===== src/hw/ptw_pkg.sv =====
`default_nettype none

package ptw_pkg;

  // ------------------------------
  // sv39 geometry
  // ------------------------------
  // data width of the cache port and of one pte
  localparam int unsigned XLEN          = 64;
  localparam int unsigned VLEN          = 39;
  localparam int unsigned PLEN          = 56;
  localparam int unsigned PPN_W         = 44;
  localparam int unsigned PT_LEVELS     = 3;
  localparam int unsigned VPN_W         = 9;
  localparam int unsigned PAGE_OFF_W    = 12;
  // ptes are 8 bytes wide
  localparam int unsigned PTE_SIZE_LOG2 = 3;
  localparam int unsigned ASID_W        = 16;
  // full vpn carried in a tlb entry
  localparam int unsigned VPN_TOTAL_W   = PT_LEVELS * VPN_W;

  // ------------------------------
  // data cache port
  // ------------------------------
  // index plus tag covers the whole physical address
  localparam int unsigned DC_INDEX_W = 12;
  localparam int unsigned DC_TAG_W   = 44;

  // level counter with 0 as the root table
  localparam int unsigned LVL_W = 2;

  // sv39 page table entry with the msb first
  typedef struct packed {
    logic [9:0]       reserved;
    logic [PPN_W-1:0] ppn;
    logic [1:0]       rsw;
    logic             d;
    logic             a;
    logic             g;
    logic             u;
    logic             x;
    logic             w;
    logic             r;
    logic             v;
  } pte_t;

  // read-only request toward the data cache
  typedef struct packed {
    logic                  data_req;
    logic [DC_INDEX_W-1:0] address_index;
    logic [DC_TAG_W-1:0]   address_tag;
    logic                  tag_valid;
  } dc_req_t;

  // cache answer with grant then rvalid and data
  typedef struct packed {
    logic            data_gnt;
    logic            data_rvalid;
    logic [XLEN-1:0] data_rdata;
  } dc_rsp_t;

  // entry written into the shared tlb
  typedef struct packed {
    logic                   valid;
    logic                   is_1g;
    logic                   is_2m;
    logic [VPN_TOTAL_W-1:0] vpn;
    logic [ASID_W-1:0]      asid;
    pte_t                   content;
  } tlb_update_t;

  typedef enum logic [2:0] {
    IDLE,
    WAIT_GRANT,
    PTE_LOOKUP,
    PROPAGATE_ERROR,
    WAIT_RVALID,
    LATENCY
  } walk_state_e;

  // verdict on one returned pte
  typedef enum logic [1:0] {
    PTE_INVALID,
    PTE_POINTER,
    PTE_LEAF_OK,
    PTE_LEAF_FAULT
  } pte_class_e;

endpackage

`default_nettype wire


===== src/hw/ptw_mem_port.sv =====
`default_nettype none

module ptw_mem_port (
  input  logic                     clk_i,
  input  logic                     rst_ni,
  input  logic                     data_req_i,
  input  logic [ptw_pkg::PLEN-1:0] pptr_i,
  input  ptw_pkg::dc_rsp_t         req_port_i,
  output ptw_pkg::dc_req_t         req_port_o,
  output logic                     data_gnt_o,
  output logic                     rvalid_o,
  output ptw_pkg::pte_t            pte_o
);

  logic tag_valid_q;
  logic rvalid_q;
  logic [ptw_pkg::XLEN-1:0] rdata_q;

  // ------------------------------
  // request side
  // ------------------------------
  // low bits index the cache and the rest goes out with tag_valid
  assign req_port_o.data_req      = data_req_i;
  assign req_port_o.address_index = pptr_i[ptw_pkg::DC_INDEX_W-1:0];
  assign req_port_o.address_tag   =
    pptr_i[ptw_pkg::DC_INDEX_W + ptw_pkg::DC_TAG_W - 1:ptw_pkg::DC_INDEX_W];
  assign req_port_o.tag_valid     = tag_valid_q;

  // grant only counts for our own pending request
  assign data_gnt_o = req_port_i.data_gnt && data_req_i;

  always_ff @(posedge clk_i or negedge rst_ni) begin
    if (!rst_ni) begin
      tag_valid_q <= 1'b0;
      rvalid_q    <= 1'b0;
    end else begin
      // tag is presented the cycle after grant
      tag_valid_q <= data_req_i && req_port_i.data_gnt;
      rvalid_q    <= req_port_i.data_rvalid;
    end
  end

  // response data sampled every cycle
  always_ff @(posedge clk_i) begin
    rdata_q <= req_port_i.data_rdata;
  end

  assign rvalid_o = rvalid_q;
  assign pte_o    = ptw_pkg::pte_t'(rdata_q);

endmodule

`default_nettype wire


===== src/hw/ptw_pte_check.sv =====
`default_nettype none

module ptw_pte_check (
  input  ptw_pkg::pte_t             pte_i,
  input  logic [ptw_pkg::LVL_W-1:0] level_i,
  input  logic                      is_instr_i,
  input  logic                      is_store_i,
  input  logic                      mxr_i,
  output ptw_pkg::pte_class_e       pte_class_o
);

  logic invalid;
  logic is_leaf;
  logic misaligned;
  logic perm_fault;
  logic last_level;

  // v clear, write-only or reserved bits set
  assign invalid = !pte_i.v || (pte_i.w && !pte_i.r) || (|pte_i.reserved);

  // r or x marks a leaf and anything else points one level down
  assign is_leaf = pte_i.r || pte_i.x;

  assign last_level = (level_i == (ptw_pkg::PT_LEVELS - 1));

  // superpage leaves need the ppn slices below them cleared
  always_comb begin
    case (level_i)
      2'd0:    misaligned = |pte_i.ppn[2*ptw_pkg::VPN_W-1:0];
      2'd1:    misaligned = |pte_i.ppn[ptw_pkg::VPN_W-1:0];
      default: misaligned = 1'b0;
    endcase
  end

  // ------------------------------
  // leaf permissions
  // ------------------------------
  always_comb begin
    // accessed bit is managed by software
    perm_fault = !pte_i.a;
    if (is_instr_i) begin
      perm_fault = perm_fault || !pte_i.x;
    end else begin
      // mxr lets loads read execute-only pages
      perm_fault = perm_fault || !(pte_i.r || (pte_i.x && mxr_i));
      // stores need write permission and a set dirty bit
      perm_fault = perm_fault || (is_store_i && !(pte_i.w && pte_i.d));
    end
  end

  always_comb begin
    if (invalid) begin
      pte_class_o = ptw_pkg::PTE_INVALID;
    end else if (!is_leaf) begin
      // no table below the last level
      pte_class_o = last_level ? ptw_pkg::PTE_INVALID : ptw_pkg::PTE_POINTER;
    end else if (misaligned || perm_fault) begin
      pte_class_o = ptw_pkg::PTE_LEAF_FAULT;
    end else begin
      pte_class_o = ptw_pkg::PTE_LEAF_OK;
    end
  end

endmodule

`default_nettype wire


===== src/hw/ptw_tlb_update.sv =====
`default_nettype none

module ptw_tlb_update (
  input  logic                       clk_i,
  input  logic                       rst_ni,
  input  logic                       start_i,
  input  logic                       pte_seen_i,
  input  logic                       update_i,
  input  logic                       itlb_req_i,
  input  logic                       enable_translation_i,
  input  logic [ptw_pkg::ASID_W-1:0] asid_i,
  input  logic [ptw_pkg::LVL_W-1:0]  level_i,
  input  logic [ptw_pkg::VLEN-1:0]   vaddr_i,
  input  ptw_pkg::pte_t              pte_i,
  output ptw_pkg::tlb_update_t       update_o
);

  logic [ptw_pkg::ASID_W-1:0] asid_q;
  logic [ptw_pkg::ASID_W-1:0] asid_sel;
  logic global_q;
  ptw_pkg::pte_t content;

  // fetch walks carry the asid only under fetch translation
  // and data walks always take it
  assign asid_sel = (itlb_req_i && !enable_translation_i) ? '0 : asid_i;

  // ------------------------------
  // per walk state
  // ------------------------------
  always_ff @(posedge clk_i or negedge rst_ni) begin
    if (!rst_ni) begin
      asid_q   <= '0;
      global_q <= 1'b0;
    end else if (start_i) begin
      asid_q   <= asid_sel;
      global_q <= 1'b0;
    end else if (pte_seen_i) begin
      // any global entry on the path makes the leaf global
      global_q <= global_q || pte_i.g;
    end
  end

  // leaf content with the accumulated global bit
  always_comb begin
    content   = pte_i;
    content.g = pte_i.g || global_q;
  end

  // ------------------------------
  // update record
  // ------------------------------
  always_comb begin
    update_o.valid   = update_i;
    // leaf level gives the page size
    update_o.is_1g   = (level_i == 2'd0);
    update_o.is_2m   = (level_i == 2'd1);
    update_o.vpn     = vaddr_i[ptw_pkg::VLEN-1:ptw_pkg::PAGE_OFF_W];
    update_o.asid    = asid_q;
    update_o.content = content;
  end

endmodule

`default_nettype wire


===== src/hw/ptw_top.sv =====
`default_nettype none

module ptw_top (
  input  logic                       clk_i,
  input  logic                       rst_ni,
  input  logic                       flush_i,
  input  logic                       enable_translation_i,
  input  logic                       en_ld_st_translation_i,
  input  logic                       lsu_is_store_i,
  input  logic                       itlb_req_i,
  input  logic                       shared_tlb_access_i,
  input  logic                       shared_tlb_hit_i,
  input  logic                       mxr_i,
  input  logic [ptw_pkg::VLEN-1:0]   shared_tlb_vaddr_i,
  input  logic [ptw_pkg::PPN_W-1:0]  satp_ppn_i,
  input  logic [ptw_pkg::ASID_W-1:0] asid_i,
  input  ptw_pkg::dc_rsp_t           req_port_i,
  output ptw_pkg::dc_req_t           req_port_o,
  output ptw_pkg::tlb_update_t       shared_tlb_update_o,
  output logic [ptw_pkg::VLEN-1:0]   update_vaddr_o,
  output logic                       ptw_active_o,
  output logic                       walking_instr_o,
  output logic                       ptw_error_o,
  output logic                       shared_tlb_miss_o
);

  logic data_req;
  logic data_gnt;
  logic rvalid_q;
  logic [ptw_pkg::PLEN-1:0] pptr;
  logic [ptw_pkg::LVL_W-1:0] level;
  logic is_instr;
  logic start;
  logic pte_seen;
  logic update;
  ptw_pkg::pte_t pte_q;
  ptw_pkg::pte_class_e pte_class;

  // ------------------------------
  // walk control
  // ------------------------------
  ptw_walk_ctrl i_walk_ctrl (
    .clk_i                  (clk_i),
    .rst_ni                 (rst_ni),
    .flush_i                (flush_i),
    .enable_translation_i   (enable_translation_i),
    .en_ld_st_translation_i (en_ld_st_translation_i),
    .shared_tlb_access_i    (shared_tlb_access_i),
    .shared_tlb_hit_i       (shared_tlb_hit_i),
    .itlb_req_i             (itlb_req_i),
    .shared_tlb_vaddr_i     (shared_tlb_vaddr_i),
    .satp_ppn_i             (satp_ppn_i),
    .data_gnt_i             (data_gnt),
    .rvalid_i               (rvalid_q),
    .pte_i                  (pte_q),
    .pte_class_i            (pte_class),
    .data_req_o             (data_req),
    .pptr_o                 (pptr),
    .level_o                (level),
    .is_instr_o             (is_instr),
    .start_o                (start),
    .pte_seen_o             (pte_seen),
    .update_o               (update),
    .error_o                (ptw_error_o),
    .miss_o                 (shared_tlb_miss_o),
    .active_o               (ptw_active_o),
    .vaddr_o                (update_vaddr_o)
  );

  // classification of the registered pte
  ptw_pte_check i_pte_check (
    .pte_i       (pte_q),
    .level_i     (level),
    .is_instr_i  (is_instr),
    .is_store_i  (lsu_is_store_i),
    .mxr_i       (mxr_i),
    .pte_class_o (pte_class)
  );

  ptw_mem_port i_mem_port (
    .clk_i      (clk_i),
    .rst_ni     (rst_ni),
    .data_req_i (data_req),
    .pptr_i     (pptr),
    .req_port_i (req_port_i),
    .req_port_o (req_port_o),
    .data_gnt_o (data_gnt),
    .rvalid_o   (rvalid_q),
    .pte_o      (pte_q)
  );

  ptw_tlb_update i_tlb_update (
    .clk_i                (clk_i),
    .rst_ni               (rst_ni),
    .start_i              (start),
    .pte_seen_i           (pte_seen),
    .update_i             (update),
    .itlb_req_i           (itlb_req_i),
    .enable_translation_i (enable_translation_i),
    .asid_i               (asid_i),
    .level_i              (level),
    .vaddr_i              (update_vaddr_o),
    .pte_i                (pte_q),
    .update_o             (shared_tlb_update_o)
  );

  assign walking_instr_o = is_instr;

endmodule

`default_nettype wire


===== src/hw/ptw_walk_ctrl.sv =====
`default_nettype none

module ptw_walk_ctrl (
  input  logic                        clk_i,
  input  logic                        rst_ni,
  input  logic                        flush_i,
  input  logic                        enable_translation_i,
  input  logic                        en_ld_st_translation_i,
  input  logic                        shared_tlb_access_i,
  input  logic                        shared_tlb_hit_i,
  input  logic                        itlb_req_i,
  input  logic [ptw_pkg::VLEN-1:0]    shared_tlb_vaddr_i,
  input  logic [ptw_pkg::PPN_W-1:0]   satp_ppn_i,
  input  logic                        data_gnt_i,
  input  logic                        rvalid_i,
  input  ptw_pkg::pte_t               pte_i,
  input  ptw_pkg::pte_class_e         pte_class_i,
  output logic                        data_req_o,
  output logic [ptw_pkg::PLEN-1:0]    pptr_o,
  output logic [ptw_pkg::LVL_W-1:0]   level_o,
  output logic                        is_instr_o,
  output logic                        start_o,
  output logic                        pte_seen_o,
  output logic                        update_o,
  output logic                        error_o,
  output logic                        miss_o,
  output logic                        active_o,
  output logic [ptw_pkg::VLEN-1:0]    vaddr_o
);

  ptw_pkg::walk_state_e state_q, state_d;
  logic [ptw_pkg::LVL_W-1:0] level_q, level_d;
  logic is_instr_q, is_instr_d;
  logic [ptw_pkg::VLEN-1:0] vaddr_q, vaddr_d;
  logic [ptw_pkg::PLEN-1:0] pptr_q, pptr_d;
  logic miss;
  logic [ptw_pkg::VPN_W-1:0] root_vpn;
  logic [ptw_pkg::VPN_W-1:0] next_vpn;

  // a miss is only taken from idle and never in a flush cycle
  assign miss = (state_q == ptw_pkg::IDLE) && shared_tlb_access_i && !shared_tlb_hit_i &&
                (enable_translation_i || en_ld_st_translation_i) && !flush_i;

  // vpn[2] indexes the root table
  assign root_vpn = shared_tlb_vaddr_i[ptw_pkg::PAGE_OFF_W + 2*ptw_pkg::VPN_W +: ptw_pkg::VPN_W];
  // slice for the table one level below the current one
  assign next_vpn = (level_q == '0) ?
                    vaddr_q[ptw_pkg::PAGE_OFF_W + ptw_pkg::VPN_W +: ptw_pkg::VPN_W] :
                    vaddr_q[ptw_pkg::PAGE_OFF_W +: ptw_pkg::VPN_W];

  assign data_req_o = (state_q == ptw_pkg::WAIT_GRANT);
  assign active_o   = (state_q != ptw_pkg::IDLE);
  assign miss_o     = miss;
  assign start_o    = miss;
  // a flushed walk reports nothing
  assign error_o    = (state_q == ptw_pkg::PROPAGATE_ERROR) && !flush_i;
  assign pptr_o     = pptr_q;
  assign level_o    = level_q;
  assign is_instr_o = is_instr_q;
  assign vaddr_o    = vaddr_q;

  // ------------------------------
  // walk fsm
  // ------------------------------
  always_comb begin
    state_d    = state_q;
    level_d    = level_q;
    is_instr_d = is_instr_q;
    vaddr_d    = vaddr_q;
    pptr_d     = pptr_q;
    update_o   = 1'b0;
    pte_seen_o = 1'b0;

    case (state_q)
      ptw_pkg::IDLE: begin
        if (miss) begin
          level_d    = '0;
          is_instr_d = itlb_req_i;
          vaddr_d    = shared_tlb_vaddr_i;
          // root pte address from satp
          pptr_d     = {satp_ppn_i, root_vpn, {ptw_pkg::PTE_SIZE_LOG2{1'b0}}};
          state_d    = ptw_pkg::WAIT_GRANT;
        end
      end
      ptw_pkg::WAIT_GRANT: begin
        // request stays up until the cache grants
        if (data_gnt_i) begin
          state_d = ptw_pkg::PTE_LOOKUP;
        end
      end
      ptw_pkg::PTE_LOOKUP: begin
        if (rvalid_i) begin
          // global bit only counts for well formed entries
          pte_seen_o = (pte_class_i != ptw_pkg::PTE_INVALID);
          case (pte_class_i)
            ptw_pkg::PTE_POINTER: begin
              level_d = level_q + 1'b1;
              pptr_d  = {pte_i.ppn, next_vpn, {ptw_pkg::PTE_SIZE_LOG2{1'b0}}};
              state_d = ptw_pkg::WAIT_GRANT;
            end
            ptw_pkg::PTE_LEAF_OK: begin
              update_o = 1'b1;
              state_d  = ptw_pkg::LATENCY;
            end
            // invalid entries and faulting leaves end the same way
            default: begin
              state_d = ptw_pkg::PROPAGATE_ERROR;
            end
          endcase
        end
      end
      ptw_pkg::PROPAGATE_ERROR: begin
        state_d = ptw_pkg::LATENCY;
      end
      ptw_pkg::WAIT_RVALID: begin
        // drain the response of a flushed request
        if (rvalid_i) begin
          state_d = ptw_pkg::IDLE;
        end
      end
      ptw_pkg::LATENCY: begin
        state_d = ptw_pkg::IDLE;
      end
      default: begin
        state_d = ptw_pkg::IDLE;
      end
    endcase

    // a flush waits out a response still on its way or drops the walk
    if (flush_i && (state_q != ptw_pkg::IDLE)) begin
      update_o   = 1'b0;
      pte_seen_o = 1'b0;
      if (((state_q == ptw_pkg::PTE_LOOKUP || state_q == ptw_pkg::WAIT_RVALID) && !rvalid_i) ||
          ((state_q == ptw_pkg::WAIT_GRANT) && data_gnt_i)) begin
        state_d = ptw_pkg::WAIT_RVALID;
      end else begin
        state_d = ptw_pkg::LATENCY;
      end
    end
  end

  always_ff @(posedge clk_i or negedge rst_ni) begin
    if (!rst_ni) begin
      state_q    <= ptw_pkg::IDLE;
      level_q    <= '0;
      is_instr_q <= 1'b0;
    end else begin
      state_q    <= state_d;
      level_q    <= level_d;
      is_instr_q <= is_instr_d;
    end
  end

  // captured walk payload
  always_ff @(posedge clk_i) begin
    vaddr_q <= vaddr_d;
    pptr_q  <= pptr_d;
  end

endmodule

`default_nettype wire


===== config.mk =====
export PLATFORM = sky130hd
export DESIGN_NAME = ptw_top
export DESIGN_NICKNAME = d
export VERILOG_FILES = /design/src/hw/ptw_pkg.sv /design/src/hw/ptw_mem_port.sv /design/src/hw/ptw_pte_check.sv /design/src/hw/ptw_tlb_update.sv /design/src/hw/ptw_top.sv /design/src/hw/ptw_walk_ctrl.sv
export SDC_FILE = /design/constraint.sdc
export NUM_CORES = 1
export LEC_CHECK = 0
export ABC_AREA = 1
export BUFFER_PORTS_ARGS = -buffer_cell sky130_fd_sc_hd__buf_2
export CORE_AREA = 2 2 148 150
export DETAILED_ROUTE_END_ITERATION = 8
export DIE_AREA = 0 0 150 152
export SYNTH_ARGS = -nofsm -noshare
export SYNTH_HDL_FRONTEND = slang
export SYNTH_SLANG_ARGS = --single-unit

===== constraint.sdc =====
create_clock -name clk_i -period 9.5 [get_ports clk_i]
set_input_delay 1.9 -clock clk_i [delete_from_list [all_inputs] [get_ports clk_i]]
set_output_delay 1.9 -clock clk_i [all_outputs]
set_load 0.05 [all_outputs]

==> impl_metrics.py <==
metrics = {
    "power_and_ir_drop": {
        "p_leak_nw": 4.57,
        "p_per_area_nw_per_um2": 247,
        "peakVddDrop_mv": 0.155,
        "p_total_mw": 2.24,
    },
    "placed_design": {
        "io_buffers": 382,
        "dp_hpwl_um": 14800,
        "gp_congestion": 0.834,
    },
    "sta": {
        "rsz0062_at_grt": "no",
        "skew_ns": 0.0165,
        "period_share_pct": 54.8,
        "setup_viol": 0,
        "relSlewSlack_pct": 47.1,
        "finalHoldViolCount": 0,
        "fmax_mhz": 192,
        "min_period_ns": 5.21,
        "tns_ns": 0,
        "report.final.slew_viol_count": 0,
        "holdWs_ns": 0.485,
        "worst_pin_slew_ns": 0.794,
    },
    "setup_path": {
        "slowest_delay_ns": 0.30,
        "worstSetupEndpointType": "output port",
        "crit_path_start_kind": "input pin",
        "path_depth": 10,
        "arrival_ns": 3.31,
        "path_buf_inv": 2,
        "crit_type": "in2out",
        "critical-path-top-delay-family": "simple AND/OR/NAND/NOR gates",
        "ff2ff_path_depth": 11,
        "crit_path_max_fanout": 3,
        "worstPathRequired_ns": 7.60,
        "crit_slowest_cell": "buf_2",
        "path_common_cell": "nand2_1",
        "cp_cell_sequence": "buf_2, nand2_1, nand2_1, a21boi_0, nand3_1, nand2_1, ha_1, nand3_1, nor2_1, buf_2",
    },
    "drt": {
        "num_vias": 5192,
        "wl_per_cell_um": 15.6,
        "ant_nets": 0,
        "drt_iter0_drc": 196,
        "drc": 0,
        "viasPerCell": 4.21,
        "wl_um": 19200,
        "first_pass_iters": 5,
    },
    "die": {
        "core_area_um2": 21400,
        "die_w_um": 150,
        "rows": 54,
        "dieArea_um2": 22800,
        "initial_core_util_pct": 33.0,
        "die-height_um": 152,
        "pin_count": 386,
    },
    "cts": {
        "cts_setup_buffers": 0,
        "clock-sinks": 181,
        "cts_tree": "done",
        "cts_resized": 0,
        "numCtsBuffers": 17,
        "path_clk_slew_ns": 0.07,
        "cts-htree-levels": 4,
        "hold_buffers": 0,
        "clock_path_buffers": 2,
        "cts_root_buf": "clkbuf_16",
        "clk_latency_ns": 0.42,
    },
    "synth": {
        "synth_area_leaders": "edfxtp_1 (39%), dfxtp_1 (18%), buf_4 (10%)",
        "synth-seq-cells": 181,
        "yosysTopAreaCell": "edfxtp_1",
        "synth_top_area_share_pct": 39.2,
        "seq_area_frac_synth_pct": 66.3,
        "synth_cells": 648,
        "yosys_warnings": 0,
        "yosysUniqueCellTypes": 26,
        "syn_area_um2": 7040,
        "avgSynthCellArea_um2": 10.9,
    },
    "grt": {
        "antenna_found_initial": 5,
        "grt_pass1_vias": 5069,
        "grt.total_usage_pct": 16.3,
        "grt_max_degree": 79,
        "overflow": 0,
        "grt_pass1_wl_um": 27900,
    },
    "min_path": {
        "min_path_cells": 2,
        "hold_class": "reg2reg",
    },
    "run": {
        "maxCapViolCount": 0,
    },
    "final_layout": {
        "nets": 1120,
        "seq_area_um2": 4670,
        "drive_gt1_share_pct": 44.9,
        "fill_cells": 2094,
        "multi_input_area_um2": 1360,
        "areaGrowthSynthToFinish_pct": 29.1,
    },
    "run_status": {
        "status": "finished clean",
    },
}
-- synthesized netlist by cell type --
cell type and number:
a21boi_0 1, a21oi_1 2, buf_2 8, buf_4 98, buf_6 5, clkbuf_1 3, conb_1 1, dfrtp_1 25
dfxtp_1 64, edfxtp_1 92, ha_1 6, inv_1 45, inv_2 3, inv_4 1, nand2_1 193, nand2_2 1
nand3_1 33, nand3_4 1, nand3b_1 1, nor2_1 21, nor2_2 1, nor2_8 1, nor3_1 1, nor3_4 1
o21ai_0 39, or2_2 1
-- power breakdown --
part	internal (mW)	total, mW	switching, mW
clock network	0.374	0.700	0.326
registers	0.907	0.950	0.0431
logic	0.134	0.592	0.458
-- flip-flops by register name, summed over array words and instances, names as in the netlist, 2 cells and up --
signal / count
i_walk_ctrl.pptr_o: 53
i_walk_ctrl.vaddr_o: 39
i_walk_ctrl.state_q: 3
i_walk_ctrl.level_o: 2
i_tlb_update.asid_q: 16
i_mem_port.pte_o: 64
-- worst reg2reg max path: stages (launching register included) --
cell and delay [ns]:
dfrtp_1 0.40, inv_1 0.11, ha_1 0.69, or2_2 0.23, nand2_1 0.05, nand3_1 0.07, nand2_1 0.09, inv_1 0.07
ha_1 0.13, nand3_1 0.13, nand2_2 0.12, buf_4 0.57
-- placed cells by master, fill, tap and decap left out, types with 2 or more instances in the layout --
cell type and instances:
buf_2 382, nand2_1 192, edfxtp_1 92, dfxtp_1 64
inv_1 45, o21ai_0 39, nand3_1 33, dfrtp_1 25
nor2_1 20, clkbuf_16 17, ha_1 6, clkinv_4 5
inv_2 3, conb_1 3, inv_8 3, a21oi_1 2
nand2_2 2, inv_6 2, clkinv_8 2, buf_4 2
-- per-stage QoR --
stage / worst slack [ns] / util, % / std cells / instance area [um2]
finish: 4.29 / 42.6 / 1233 / 9090
global route: 4.17 / 42.6 / 1233 / 9090
CTS: 4.26 / 42.6 / 1232 / 9090
detailed placement: 4.27 / 39.8 / 1200 / 8500
global placement: 4.29 / 39.8 / 1200 / 8500
floorplan: 4.62 / - / 650 / 7050
-- per-layer routing --
layer | wire, um | global-route usage (%)
met1 | 7690 | 18.8
met4 | 191 | 4.45
met5 | 48 | 0
met2 | 9550 | 28.5
met3 | 1740 | 5.83
-- final cells by class --
type / instances / area share (%)
clock inverters: 15 / 1.86
inverters: 49 / 2.05
diodes: 1 / 0.0275
well taps: 280 / 3.85
repair buffers: 384 / 21.2
flip-flops and latches: 181 / 51.4
clock buffers: 17 / 4.68
multi-input cells: 306 / 15.0
-- worst paths after layout --
kind	from	endpoint	slack, ns
setup / recovery	lsu_is_store_i	shared_tlb_update_o[109]	4.29
hold / removal	i_tlb_update.asid_q[7]	i_tlb_update.asid_q[7]	0.48
setup reg to reg	i_walk_ctrl.level_o[0]	i_walk_ctrl.pptr_o[30]	6.39
hold reg to reg	i_tlb_update.asid_q[7]	i_tlb_update.asid_q[7]	0.48
max in group asynchronous	rst_ni	i_tlb_update.asid_q[9]	7.65
min in group asynchronous	rst_ni	i_tlb_update.asid_q[7]	1.47
-- logic make-up (layout without fill, tap and decap cells) --
family	count (synthesis)	in the layout	synth area share (%)
compound gates	42	42	3.02
fa+ha+maj	6	6	1.07
flops	181	181	66.3
other cells	1	4	0.0532
simple gates	255	255	15.0
buf+inv	163	465	14.6
Power figures use the tool's default switching activity.
